[config.mk]
export PLATFORM = sky130hd
export DESIGN_NAME = ecc_apb_top
export DESIGN_NICKNAME = d
export VERILOG_FILES = /design/src/rtl/ecc_pkg.sv /design/src/rtl/ecc_encoder.sv /design/src/rtl/ecc_corrector.sv /design/src/rtl/ecc_err_counter.sv /design/src/rtl/ecc_ctrl_fsm.sv /design/src/rtl/ecc_apb_regs.sv /design/src/rtl/ecc_apb_top.sv
export SDC_FILE = /design/constraint.sdc
export NUM_CORES = 1
export LEC_CHECK = 0
export ABC_CLOCK_PERIOD_IN_PS = 15700
export BUFFER_PORTS_ARGS = -buffer_cell sky130_fd_sc_hd__buf_2
export CAP_MARGIN = 20
export CORE_MARGIN = 3
export CORE_UTILIZATION = 55
export DETAILED_ROUTE_END_ITERATION = 10
export PLACE_DENSITY_LB_ADDON = 0.3
export SYNTH_ARGS = -nofsm -noshare
export SYNTH_HDL_FRONTEND = slang
export SYNTH_SLANG_ARGS = --single-unit
[constraint.sdc]
create_clock -name pclk -period 15.7 [get_ports pclk]
set_input_delay 3.925 -clock pclk [delete_from_list [all_inputs] [get_ports pclk]]
set_output_delay 3.925 -clock pclk [all_outputs]
set_load 0.02 [all_outputs]
[src/rtl/ecc_pkg.sv]
package ecc_pkg;

    localparam int DATA_WIDTH   = 109;
    localparam int PARITY_WIDTH = 8;
    localparam int COUNT_WIDTH  = 16;

    // register offsets on the APB side.
    localparam logic [7:0] ADDR_DATA0     = 8'h00;
    localparam logic [7:0] ADDR_DATA1     = 8'h04;
    localparam logic [7:0] ADDR_DATA2     = 8'h08;
    localparam logic [7:0] ADDR_DATA3     = 8'h0C;
    localparam logic [7:0] ADDR_PARITY    = 8'h10;
    localparam logic [7:0] ADDR_CTRL      = 8'h14;
    localparam logic [7:0] ADDR_STATUS    = 8'h18;
    localparam logic [7:0] ADDR_RESULT0   = 8'h1C;
    localparam logic [7:0] ADDR_RESULT1   = 8'h20;
    localparam logic [7:0] ADDR_RESULT2   = 8'h24;
    localparam logic [7:0] ADDR_RESULT3   = 8'h28;
    localparam logic [7:0] ADDR_SBE_COUNT = 8'h2C;
    localparam logic [7:0] ADDR_DBE_COUNT = 8'h30;

    typedef struct packed {
        logic [DATA_WIDTH-1:0]   data;
        logic [PARITY_WIDTH-1:0] parity; // check bits as received.
        logic                    bypass;
    } ecc_req_t;

    typedef struct packed {
        logic [DATA_WIDTH-1:0]   data;
        logic [PARITY_WIDTH-1:0] parity; // check bits computed from the data.
        logic                    sbit_err;
        logic                    dbit_err;
    } ecc_result_t;

    // codeword position of data bit idx, skipping the powers of two from 3 upwards.
    function automatic int unsigned ecc_position(int unsigned idx);
        int unsigned pos;
        int unsigned n;
        pos = 3;
        n = 0;
        while (n < idx) begin
            pos++;
            if ((pos & (pos - 1)) != 0) n++;
        end
        return pos;
    endfunction

    // H-matrix column of data bit idx. The top check bit makes every column odd weight.
    function automatic int unsigned ecc_column(int unsigned idx, int unsigned pw);
        int unsigned pos;
        int unsigned col;
        pos = ecc_position(idx);
        col = pos & ((32'd1 << (pw - 1)) - 1);
        if (($countones(pos) % 2) == 0) col = col | (32'd1 << (pw - 1));
        return col;
    endfunction

endpackage

[src/rtl/ecc_encoder.sv]
`timescale 1ns/1ps

module ecc_encoder
    import ecc_pkg::*;
#(
    parameter int DATA_WIDTH   = ecc_pkg::DATA_WIDTH,
    parameter int PARITY_WIDTH = ecc_pkg::PARITY_WIDTH
) (
    input  logic [DATA_WIDTH-1:0]   data,
    output logic [PARITY_WIDTH-1:0] parity
);

    // selects the data bits that feed check bit k.
    function automatic logic [DATA_WIDTH-1:0] check_mask(int unsigned k);
        logic [DATA_WIDTH-1:0] m;
        int unsigned col;
        m = '0;
        for (int unsigned i = 0; i < DATA_WIDTH; i++) begin
            col = ecc_column(i, PARITY_WIDTH);
            m[i] = ((col >> k) & 32'd1) != 0;
        end
        return m;
    endfunction

    // the last data bit must land below the position range of the check bits.
    if (ecc_position(DATA_WIDTH - 1) >= (32'd1 << (PARITY_WIDTH - 1))) begin : g_fit_check
        $error("ecc_encoder: %0d data bits do not fit %0d check bits",
               DATA_WIDTH, PARITY_WIDTH);
    end

    for (genvar k = 0; k < PARITY_WIDTH; k++) begin : g_check
        localparam logic [DATA_WIDTH-1:0] MASK = check_mask(k);
        assign parity[k] = ^(data & MASK);
    end

endmodule

[src/rtl/ecc_corrector.sv]
`timescale 1ns/1ps

module ecc_corrector
    import ecc_pkg::*;
#(
    parameter int DATA_WIDTH   = ecc_pkg::DATA_WIDTH,
    parameter int PARITY_WIDTH = ecc_pkg::PARITY_WIDTH
) (
    input  ecc_req_t                req,
    input  logic [PARITY_WIDTH-1:0] calc_parity,
    output ecc_result_t             result
);

    logic [PARITY_WIDTH-1:0] syndrome;
    logic [DATA_WIDTH-1:0]   flip;       // one-hot when the syndrome names a data bit.
    logic                    data_hit;
    logic                    check_hit;

    assign syndrome = req.parity ^ calc_parity;

    // each data bit compares the syndrome against its own column.
    for (genvar i = 0; i < DATA_WIDTH; i++) begin : g_col
        localparam logic [PARITY_WIDTH-1:0] COL = PARITY_WIDTH'(ecc_column(i, PARITY_WIDTH));
        assign flip[i] = (syndrome == COL);
    end

    assign data_hit  = |flip;
    assign check_hit = $onehot(syndrome); // a lone check bit flipped in storage.

    always_comb begin
        result.data     = req.data;
        result.parity   = calc_parity;
        result.sbit_err = 1'b0;
        result.dbit_err = 1'b0;
        if (!req.bypass && (syndrome != '0)) begin
            if (data_hit) begin
                result.data     = req.data ^ flip;
                result.sbit_err = 1'b1;
            end else if (check_hit) begin
                result.sbit_err = 1'b1;
            end else begin
                // even weight or an unused column, so it cannot be a single error.
                result.dbit_err = 1'b1;
            end
        end
    end

    always_comb begin
        a_flags_exclusive: assert (!(result.sbit_err && result.dbit_err))
            else $error("ecc_corrector: single and double error flagged together");
    end

endmodule

[src/rtl/ecc_err_counter.sv]
`timescale 1ns/1ps

module ecc_err_counter
    import ecc_pkg::*;
#(
    parameter int COUNT_WIDTH = ecc_pkg::COUNT_WIDTH
) (
    input  logic                   pclk,
    input  logic                   rst_n,
    input  logic                   sbe_inc,
    input  logic                   dbe_inc,
    input  logic                   sbe_clr,
    input  logic                   dbe_clr,
    output logic [COUNT_WIDTH-1:0] sbe_count,
    output logic [COUNT_WIDTH-1:0] dbe_count
);

    logic [COUNT_WIDTH-1:0] cnt [2]; // entry 0 counts corrected, entry 1 uncorrectable.
    logic [1:0]             inc;
    logic [1:0]             clr;

    assign inc = {dbe_inc, sbe_inc};
    assign clr = {dbe_clr, sbe_clr};

    always_ff @(posedge pclk or negedge rst_n) begin
        if (!rst_n) begin
            cnt[0] <= '0;
            cnt[1] <= '0;
        end else begin
            for (int n = 0; n < 2; n++) begin
                if (clr[n]) begin
                    cnt[n] <= '0;
                end else if (inc[n] && (cnt[n] != '1)) begin
                    cnt[n] <= cnt[n] + 1'b1;
                end
            end
        end
    end

    assign sbe_count = cnt[0];
    assign dbe_count = cnt[1];

    for (genvar n = 0; n < 2; n++) begin : g_sat
        a_no_wrap: assert property (@(posedge pclk) disable iff (!rst_n)
            (cnt[n] == '1) && !clr[n] |=> (cnt[n] != '0))
            else $error("ecc_err_counter: counter %0d wrapped", n);
    end

endmodule

[src/rtl/ecc_ctrl_fsm.sv]
`timescale 1ns/1ps

module ecc_ctrl_fsm
    import ecc_pkg::*;
(
    input  logic        pclk,
    input  logic        rst_n,
    input  logic        go,
    input  ecc_req_t    req_in,
    input  ecc_result_t result_in,
    output ecc_req_t    req_out,
    output ecc_result_t result,
    output logic        busy,
    output logic        sbe_inc,
    output logic        dbe_inc
);

    typedef enum logic {
        IDLE,
        CALC
    } state_t;

    state_t state;

    always_ff @(posedge pclk or negedge rst_n) begin
        if (!rst_n) begin
            state <= IDLE;
        end else begin
            case (state)
                IDLE: if (go) state <= CALC;
                CALC: state <= IDLE; // the datapath is combinational, one cycle suffices.
                default: state <= IDLE;
            endcase
        end
    end

    assign busy = (state == CALC);

    // the request is frozen for the encoder and corrector while CALC runs.
    always_ff @(posedge pclk or negedge rst_n) begin
        if (!rst_n) begin
            req_out <= '0;
        end else if ((state == IDLE) && go) begin
            req_out <= req_in;
        end
    end

    always_ff @(posedge pclk or negedge rst_n) begin
        if (!rst_n) begin
            result  <= '0;
            sbe_inc <= 1'b0;
            dbe_inc <= 1'b0;
        end else begin
            sbe_inc <= busy && result_in.sbit_err;
            dbe_inc <= busy && result_in.dbit_err;
            if (busy) result <= result_in;
        end
    end

    a_busy_single: assert property (@(posedge pclk) disable iff (!rst_n) busy |=> !busy)
        else $error("ecc_ctrl_fsm: busy held for two cycles");

endmodule

[src/rtl/ecc_apb_regs.sv]
`timescale 1ns/1ps

module ecc_apb_regs
    import ecc_pkg::*;
(
    input  logic                   pclk,
    input  logic                   rst_n,
    input  logic                   psel,
    input  logic                   penable,
    input  logic                   pwrite,
    input  logic [7:0]             paddr,
    input  logic [31:0]            pwdata,
    input  ecc_result_t            result,
    input  logic                   busy,
    input  logic [COUNT_WIDTH-1:0] sbe_count,
    input  logic [COUNT_WIDTH-1:0] dbe_count,
    output logic [31:0]            prdata,
    output logic                   pready,
    output logic                   pslverr,
    output ecc_req_t               req,
    output logic                   go,
    output logic                   sbe_clr,
    output logic                   dbe_clr
);

    logic                    access;
    logic                    wr_en;
    logic                    mapped;
    logic [31:0]             rdata;
    logic [DATA_WIDTH-1:0]   data_q;
    logic [PARITY_WIDTH-1:0] parity_q;
    logic                    bypass_q;

    // 32-bit slice n of a data word, zero above the top bit.
    function automatic logic [31:0] read_word(logic [DATA_WIDTH-1:0] v, int unsigned n);
        logic [127:0] wide;
        wide = 128'(v);
        return wide[n*32 +: 32];
    endfunction

    assign access = psel && penable;
    assign wr_en  = access && pwrite;
    assign pready = 1'b1;

    always_ff @(posedge pclk or negedge rst_n) begin
        if (!rst_n) begin
            data_q   <= '0;
            parity_q <= '0;
            bypass_q <= 1'b0;
            go       <= 1'b0;
            sbe_clr  <= 1'b0;
            dbe_clr  <= 1'b0;
        end else begin
            go      <= wr_en && (paddr == ADDR_CTRL) && pwdata[0];
            sbe_clr <= wr_en && (paddr == ADDR_SBE_COUNT); // any write data clears.
            dbe_clr <= wr_en && (paddr == ADDR_DBE_COUNT);
            if (wr_en) begin
                case (paddr)
                    ADDR_DATA0:  data_q[31:0]  <= pwdata;
                    ADDR_DATA1:  data_q[63:32] <= pwdata;
                    ADDR_DATA2:  data_q[95:64] <= pwdata;
                    ADDR_DATA3:  data_q[DATA_WIDTH-1:96] <= pwdata[DATA_WIDTH-97:0];
                    ADDR_PARITY: parity_q <= pwdata[PARITY_WIDTH-1:0];
                    ADDR_CTRL:   bypass_q <= pwdata[1];
                    default: ;
                endcase
            end
        end
    end

    assign req = '{data: data_q, parity: parity_q, bypass: bypass_q};

    always_comb begin
        rdata  = '0;
        mapped = 1'b1;
        case (paddr)
            ADDR_DATA0:   rdata = read_word(data_q, 0);
            ADDR_DATA1:   rdata = read_word(data_q, 1);
            ADDR_DATA2:   rdata = read_word(data_q, 2);
            ADDR_DATA3:   rdata = read_word(data_q, 3);
            ADDR_PARITY:  rdata = 32'(parity_q);
            ADDR_CTRL:    rdata = {30'd0, bypass_q, 1'b0}; // go is a strobe and reads as zero.
            ADDR_STATUS: begin
                rdata[0]    = busy;
                rdata[1]    = result.sbit_err;
                rdata[2]    = result.dbit_err;
                rdata[15:8] = result.parity;
            end
            ADDR_RESULT0:   rdata = read_word(result.data, 0);
            ADDR_RESULT1:   rdata = read_word(result.data, 1);
            ADDR_RESULT2:   rdata = read_word(result.data, 2);
            ADDR_RESULT3:   rdata = read_word(result.data, 3);
            ADDR_SBE_COUNT: rdata = 32'(sbe_count);
            ADDR_DBE_COUNT: rdata = 32'(dbe_count);
            default:        mapped = 1'b0;
        endcase
    end

    assign prdata  = rdata;
    assign pslverr = access && !mapped;

    a_slverr_access: assert property (@(posedge pclk) disable iff (!rst_n)
        pslverr |-> psel && penable)
        else $error("ecc_apb_regs: pslverr outside an access phase");

endmodule

[src/rtl/ecc_apb_top.sv]
`timescale 1ns/1ps

module ecc_apb_top
    import ecc_pkg::*;
#(
    parameter int DATA_WIDTH   = ecc_pkg::DATA_WIDTH,
    parameter int PARITY_WIDTH = ecc_pkg::PARITY_WIDTH,
    parameter int COUNT_WIDTH  = ecc_pkg::COUNT_WIDTH
) (
    input  logic        pclk,
    input  logic        rst_n,
    input  logic        psel,
    input  logic        penable,
    input  logic        pwrite,
    input  logic [7:0]  paddr,
    input  logic [31:0] pwdata,
    output logic [31:0] prdata,
    output logic        pready,
    output logic        pslverr
);

    ecc_req_t                req_regs;
    ecc_req_t                req_calc;
    ecc_result_t             result_comb;
    ecc_result_t             result_q;
    logic [PARITY_WIDTH-1:0] calc_parity;
    logic [COUNT_WIDTH-1:0]  sbe_count;
    logic [COUNT_WIDTH-1:0]  dbe_count;
    logic                    go;
    logic                    busy;
    logic                    sbe_inc;
    logic                    dbe_inc;
    logic                    sbe_clr;
    logic                    dbe_clr;

    // the structs and the register map are sized by the package widths.
    if ((DATA_WIDTH != ecc_pkg::DATA_WIDTH) || (PARITY_WIDTH != ecc_pkg::PARITY_WIDTH) ||
        (COUNT_WIDTH != ecc_pkg::COUNT_WIDTH)) begin : g_width_check
        $error("ecc_apb_top: parameters differ from the package widths");
    end

    ecc_apb_regs u_regs (
        .pclk, .rst_n, .psel, .penable, .pwrite, .paddr, .pwdata,
        .result    (result_q),
        .busy, .sbe_count, .dbe_count,
        .prdata, .pready, .pslverr,
        .req       (req_regs),
        .go, .sbe_clr, .dbe_clr
    );

    ecc_ctrl_fsm u_fsm (
        .pclk, .rst_n, .go,
        .req_in    (req_regs),
        .result_in (result_comb),
        .req_out   (req_calc),
        .result    (result_q),
        .busy, .sbe_inc, .dbe_inc
    );

    ecc_encoder #(.DATA_WIDTH(DATA_WIDTH), .PARITY_WIDTH(PARITY_WIDTH)) u_encoder (
        .data      (req_calc.data),
        .parity    (calc_parity)
    );

    ecc_corrector #(.DATA_WIDTH(DATA_WIDTH), .PARITY_WIDTH(PARITY_WIDTH)) u_corrector (
        .req         (req_calc),
        .calc_parity (calc_parity),
        .result      (result_comb)
    );

    ecc_err_counter #(.COUNT_WIDTH(COUNT_WIDTH)) u_counter (
        .pclk, .rst_n, .sbe_inc, .dbe_inc, .sbe_clr, .dbe_clr, .sbe_count, .dbe_count
    );

endmodule

==> metrics <==
Worst Max-Slew Pin Slew between 1 and 1.5 ns; PostCTS Resize Cnt 0; CTS Buffer Depth 3; Tot GR Track Use 32.9%; pin count of the biggest net entering global routing 103; RSZ-0062 raised after global routing no; Power Internal around 1.6 mW; input/output buffers 77; Setup-failing EPs final 0; total CTS buffers between 40 and 50; drt wl/cell about 27 µm; Min-Delay Endpoint u_fsm.result[100]$_DFFE_PN0P_; flop2flop setup slack 8.51 ns; hpwl dp about 47000 µm; core area ~0.038 mm²; FF-to-FF Start u_fsm.req_out[100]$_DFFE_PN0P_; DR vias/cell 6.32; Die ar. around 0.041 mm²; Slew headroom about a quarter; min Tclk post-route a little over 10 ns; slowest stage cell, crit path nor2_1; CTS root buffer clkbuf_16; Max Slew Vio Count 0; nets@finish a little over 2k; Initial Util between 50% and 60%; CP arrival around 6 ns; Net Sw Power about 0.46 mW; share of layout cells above drive strength 1 between 20% and 30%; register bit total from synthesis between 300 and 400; largest fanout on the critical path 9; Worst VDD drop 0.0862 mV; Final TNS setup 0 ns; router iterations before antenna repair 6; Max H-tree Level 2; main area contributors after synthesis dfrtp_1 (46%), mux2_2 (13%), xnor2_1 (10%); final WL just under 70000 µm; fin crit share between 60 and 70%; CTS tree yes; post-synthesis cell type count 67; Tot Pwr just over 2 mW; global route overflow 0; post-synth top area share ~46%; Reg2Reg Capture Point u_fsm.dbe_inc$_DFF_PN0_; routability cong. between 0.9 and 1; vias ~16k; Crit. End Element output port; multi-input logic area ~0.011 mm²; HP Class reg -> reg; Post-DRT Antenna Nets 0; Starting DRT DRC Count slightly below 2k; area leader, netlist dfrtp_1; Clk pwr share between 40% and 50%; outcome complete, no violations; hold depth 2; cts hold-fix bufs 0; syn nets slightly below 2k; number of fillers in the final layout 3083; cell area after synthesis 0.0212 mm²; FF-to-FF path depth 20; Flop pwr share 49.6%; mean post-synth cell area between 10 and 15 µm²; Buf/Inv on CP 2; IO Count roughly 80; initial antenna violation count 0; Synth async-reset ratio 100%; crit-path cells buf_2, nor3_1, nand2_1, nor2_1, a22o_1, a221oi_1, and3_1, nand2_1, buf_2; critical path launch point type input port; Peak Freq a little under 0.1 GHz; worst hold start u_fsm.result[100]$_DFFE_PN0P_; first-pass GRT wire length between 100000 and 150000 µm; die width between 200 and 250 µm; Combinational Power Share under 10%; Clock Latency Late Sink 0.58 ns; crit-path leading delay family simple AND/OR/NAND/NOR gates; maxcap violations 0; vias in the first global route about 16k; Die H 202 µm; switching portion of total power between 20% and 30%; Post-synth EDFFs 0; DRC viols 0; critical path class in -> out; skew final ~0.023 ns; Synth-to-Final Area Change 11.1%; clk slew on worst S/H paths around 0.060 ns; Seq/Total Area, Yosys between 40% and 50%; # Post-CTS Setup Buffers 0; Ant. Diodes 0; WP data required 11.77 ns; CTS sink cnt approximately 390; leakage power ~11 nW; row count 71; Power Dens Cells about 88 mW/mm²; endpoints failing hold 0; Cells after Synth between 1.5k and 2k; Seq. cell area between 0.009 and 0.01 mm²; Synth Flop Type dfrtp_1; slowest stage delay, CP roughly 0.86 ns; yosys warns 0
final cells by class:
class | count | area share [%]
multi-input cells | 1402 | 46.3
flip-flops and latches | 393 | 41.8
clock buffers | 65 | 5.35
repair buffers | 101 | 2.92
well taps | 511 | 2.72
clock inverters | 12 | 0.531
inverters | 24 | 0.383
metal layers:
layer	global-route usage, %	wire length, µm	up-vias
met5	0	0	-
met4	12.7	2560	0
met3	6.41	5830	170
met2	51.5	31300	770
met1	45.9	27900	8104
li1	-	-	6818
synth_stat cells, types with 22 or more instances:
library cell    n
a21oi_1       133
mux2_2        239
a221oi_1       24
xnor3_1        30
nand3_1        61
inv_1          22
a22oi_1        73
dfrtp_1       393
clkbuf_1       81
nand2_1        73
nor2_1        255
xnor2_1       241
xor2_1         72
placed cells by master (no fill, tap or decap), drive strengths merged, types with 4 or more instances in the layout:
cell,instances
dfrtp,393
nor2,255
xnor2,245
mux2,239
a21oi,133
buf,101
a22oi,73
nand2,73
xor2,72
clkbuf,65
nand3,63
xnor3,32
inv,27
a221oi,24
and3,21
a22o,21
a222oi,14
mux2i,14
ha,14
nor2b,12
o21ai,8
and2,8
clkinv,8
nor3,7
nand4,6
nor4,6
a211oi,6
or3,5
nand2b,4
fa,4
flip-flops by register name, summed over array words and instances, names as in the netlist:
| register | flops |
|---|---|
| u_counter.dbe_count | 16 |
| u_counter.sbe_count | 16 |
| u_fsm.busy | 1 |
| u_fsm.dbe_inc | 1 |
| u_fsm.req_out | 118 |
| u_fsm.result | 119 |
| u_fsm.sbe_inc | 1 |
| u_regs.bypass_q | 1 |
| u_regs.data_q | 109 |
| u_regs.dbe_clr | 1 |
| u_regs.go | 1 |
| u_regs.parity_q | 8 |
| u_regs.sbe_clr | 1 |
how the worst max path moves through the flow:
stage                  start    endpoint  slack [ns]  cells past startpoint
finish              paddr[5]   prdata[7]        5.62                      9
global route        paddr[5]   prdata[7]        5.49                      9
CTS                 paddr[7]   prdata[8]        5.42                      9
detailed placement  paddr[7]   prdata[8]        5.43                      9
global placement    paddr[7]   prdata[9]        5.52                      9
floorplan           paddr[7]  prdata[19]        6.26                      7
cells by family (layout without fill, tap and decap cells):
group,after synthesis,count (layout),share of synthesized area [%]
AOI/OAI and AO/OA,310,310,9.92
xor gates and xnor gates,352,352,17.0
adders and majority gates,18,18,1.20
buffers and inverters,130,202,2.39
DFF,393,393,46.4
muxes,253,253,13.4
other,1,1,0.0177
and+or+nand+nor,468,468,9.72
per-stage QoR:
step / instances / cell area [µm²] / utilization (%) / worst slack, ns / hold WS [ns]
2_1_floorplan: 1925 / 21200 / - / 6.26 / 0.481
3_3_place_gp: 2424 / 22000 / 58.1 / 5.52 / 0.501
3_5_place_dp: 2424 / 22000 / 58.1 / 5.43 / 0.513
4_1_cts: 2501 / 23400 / 61.8 / 5.42 / 0.523
5_1_grt: 2508 / 23500 / 62.2 / 5.49 / 0.543
6_report: 2508 / 23500 / 62.2 / 5.62 / 0.528
worst min-delay path: cells and delay by family, from the launching register on:
kind,cells,cell delay (ns)
flops,1,0.34
compound gates,1,0.10
simple gates,1,0.05
power groups by stage:
stage	Sequential [mW]	Clock [mW]	Combinational (mW)
after floorplan	1.04	0	0.0186
after global placement	1.05	0	0.0538
after detailed placement	1.05	0	0.0550
after CTS	1.03	1.01	0.0554
after global routing	1.03	1.05	0.0617
final	1.03	0.990	0.0551
Note: power is estimated with default switching activity, not from simulation.
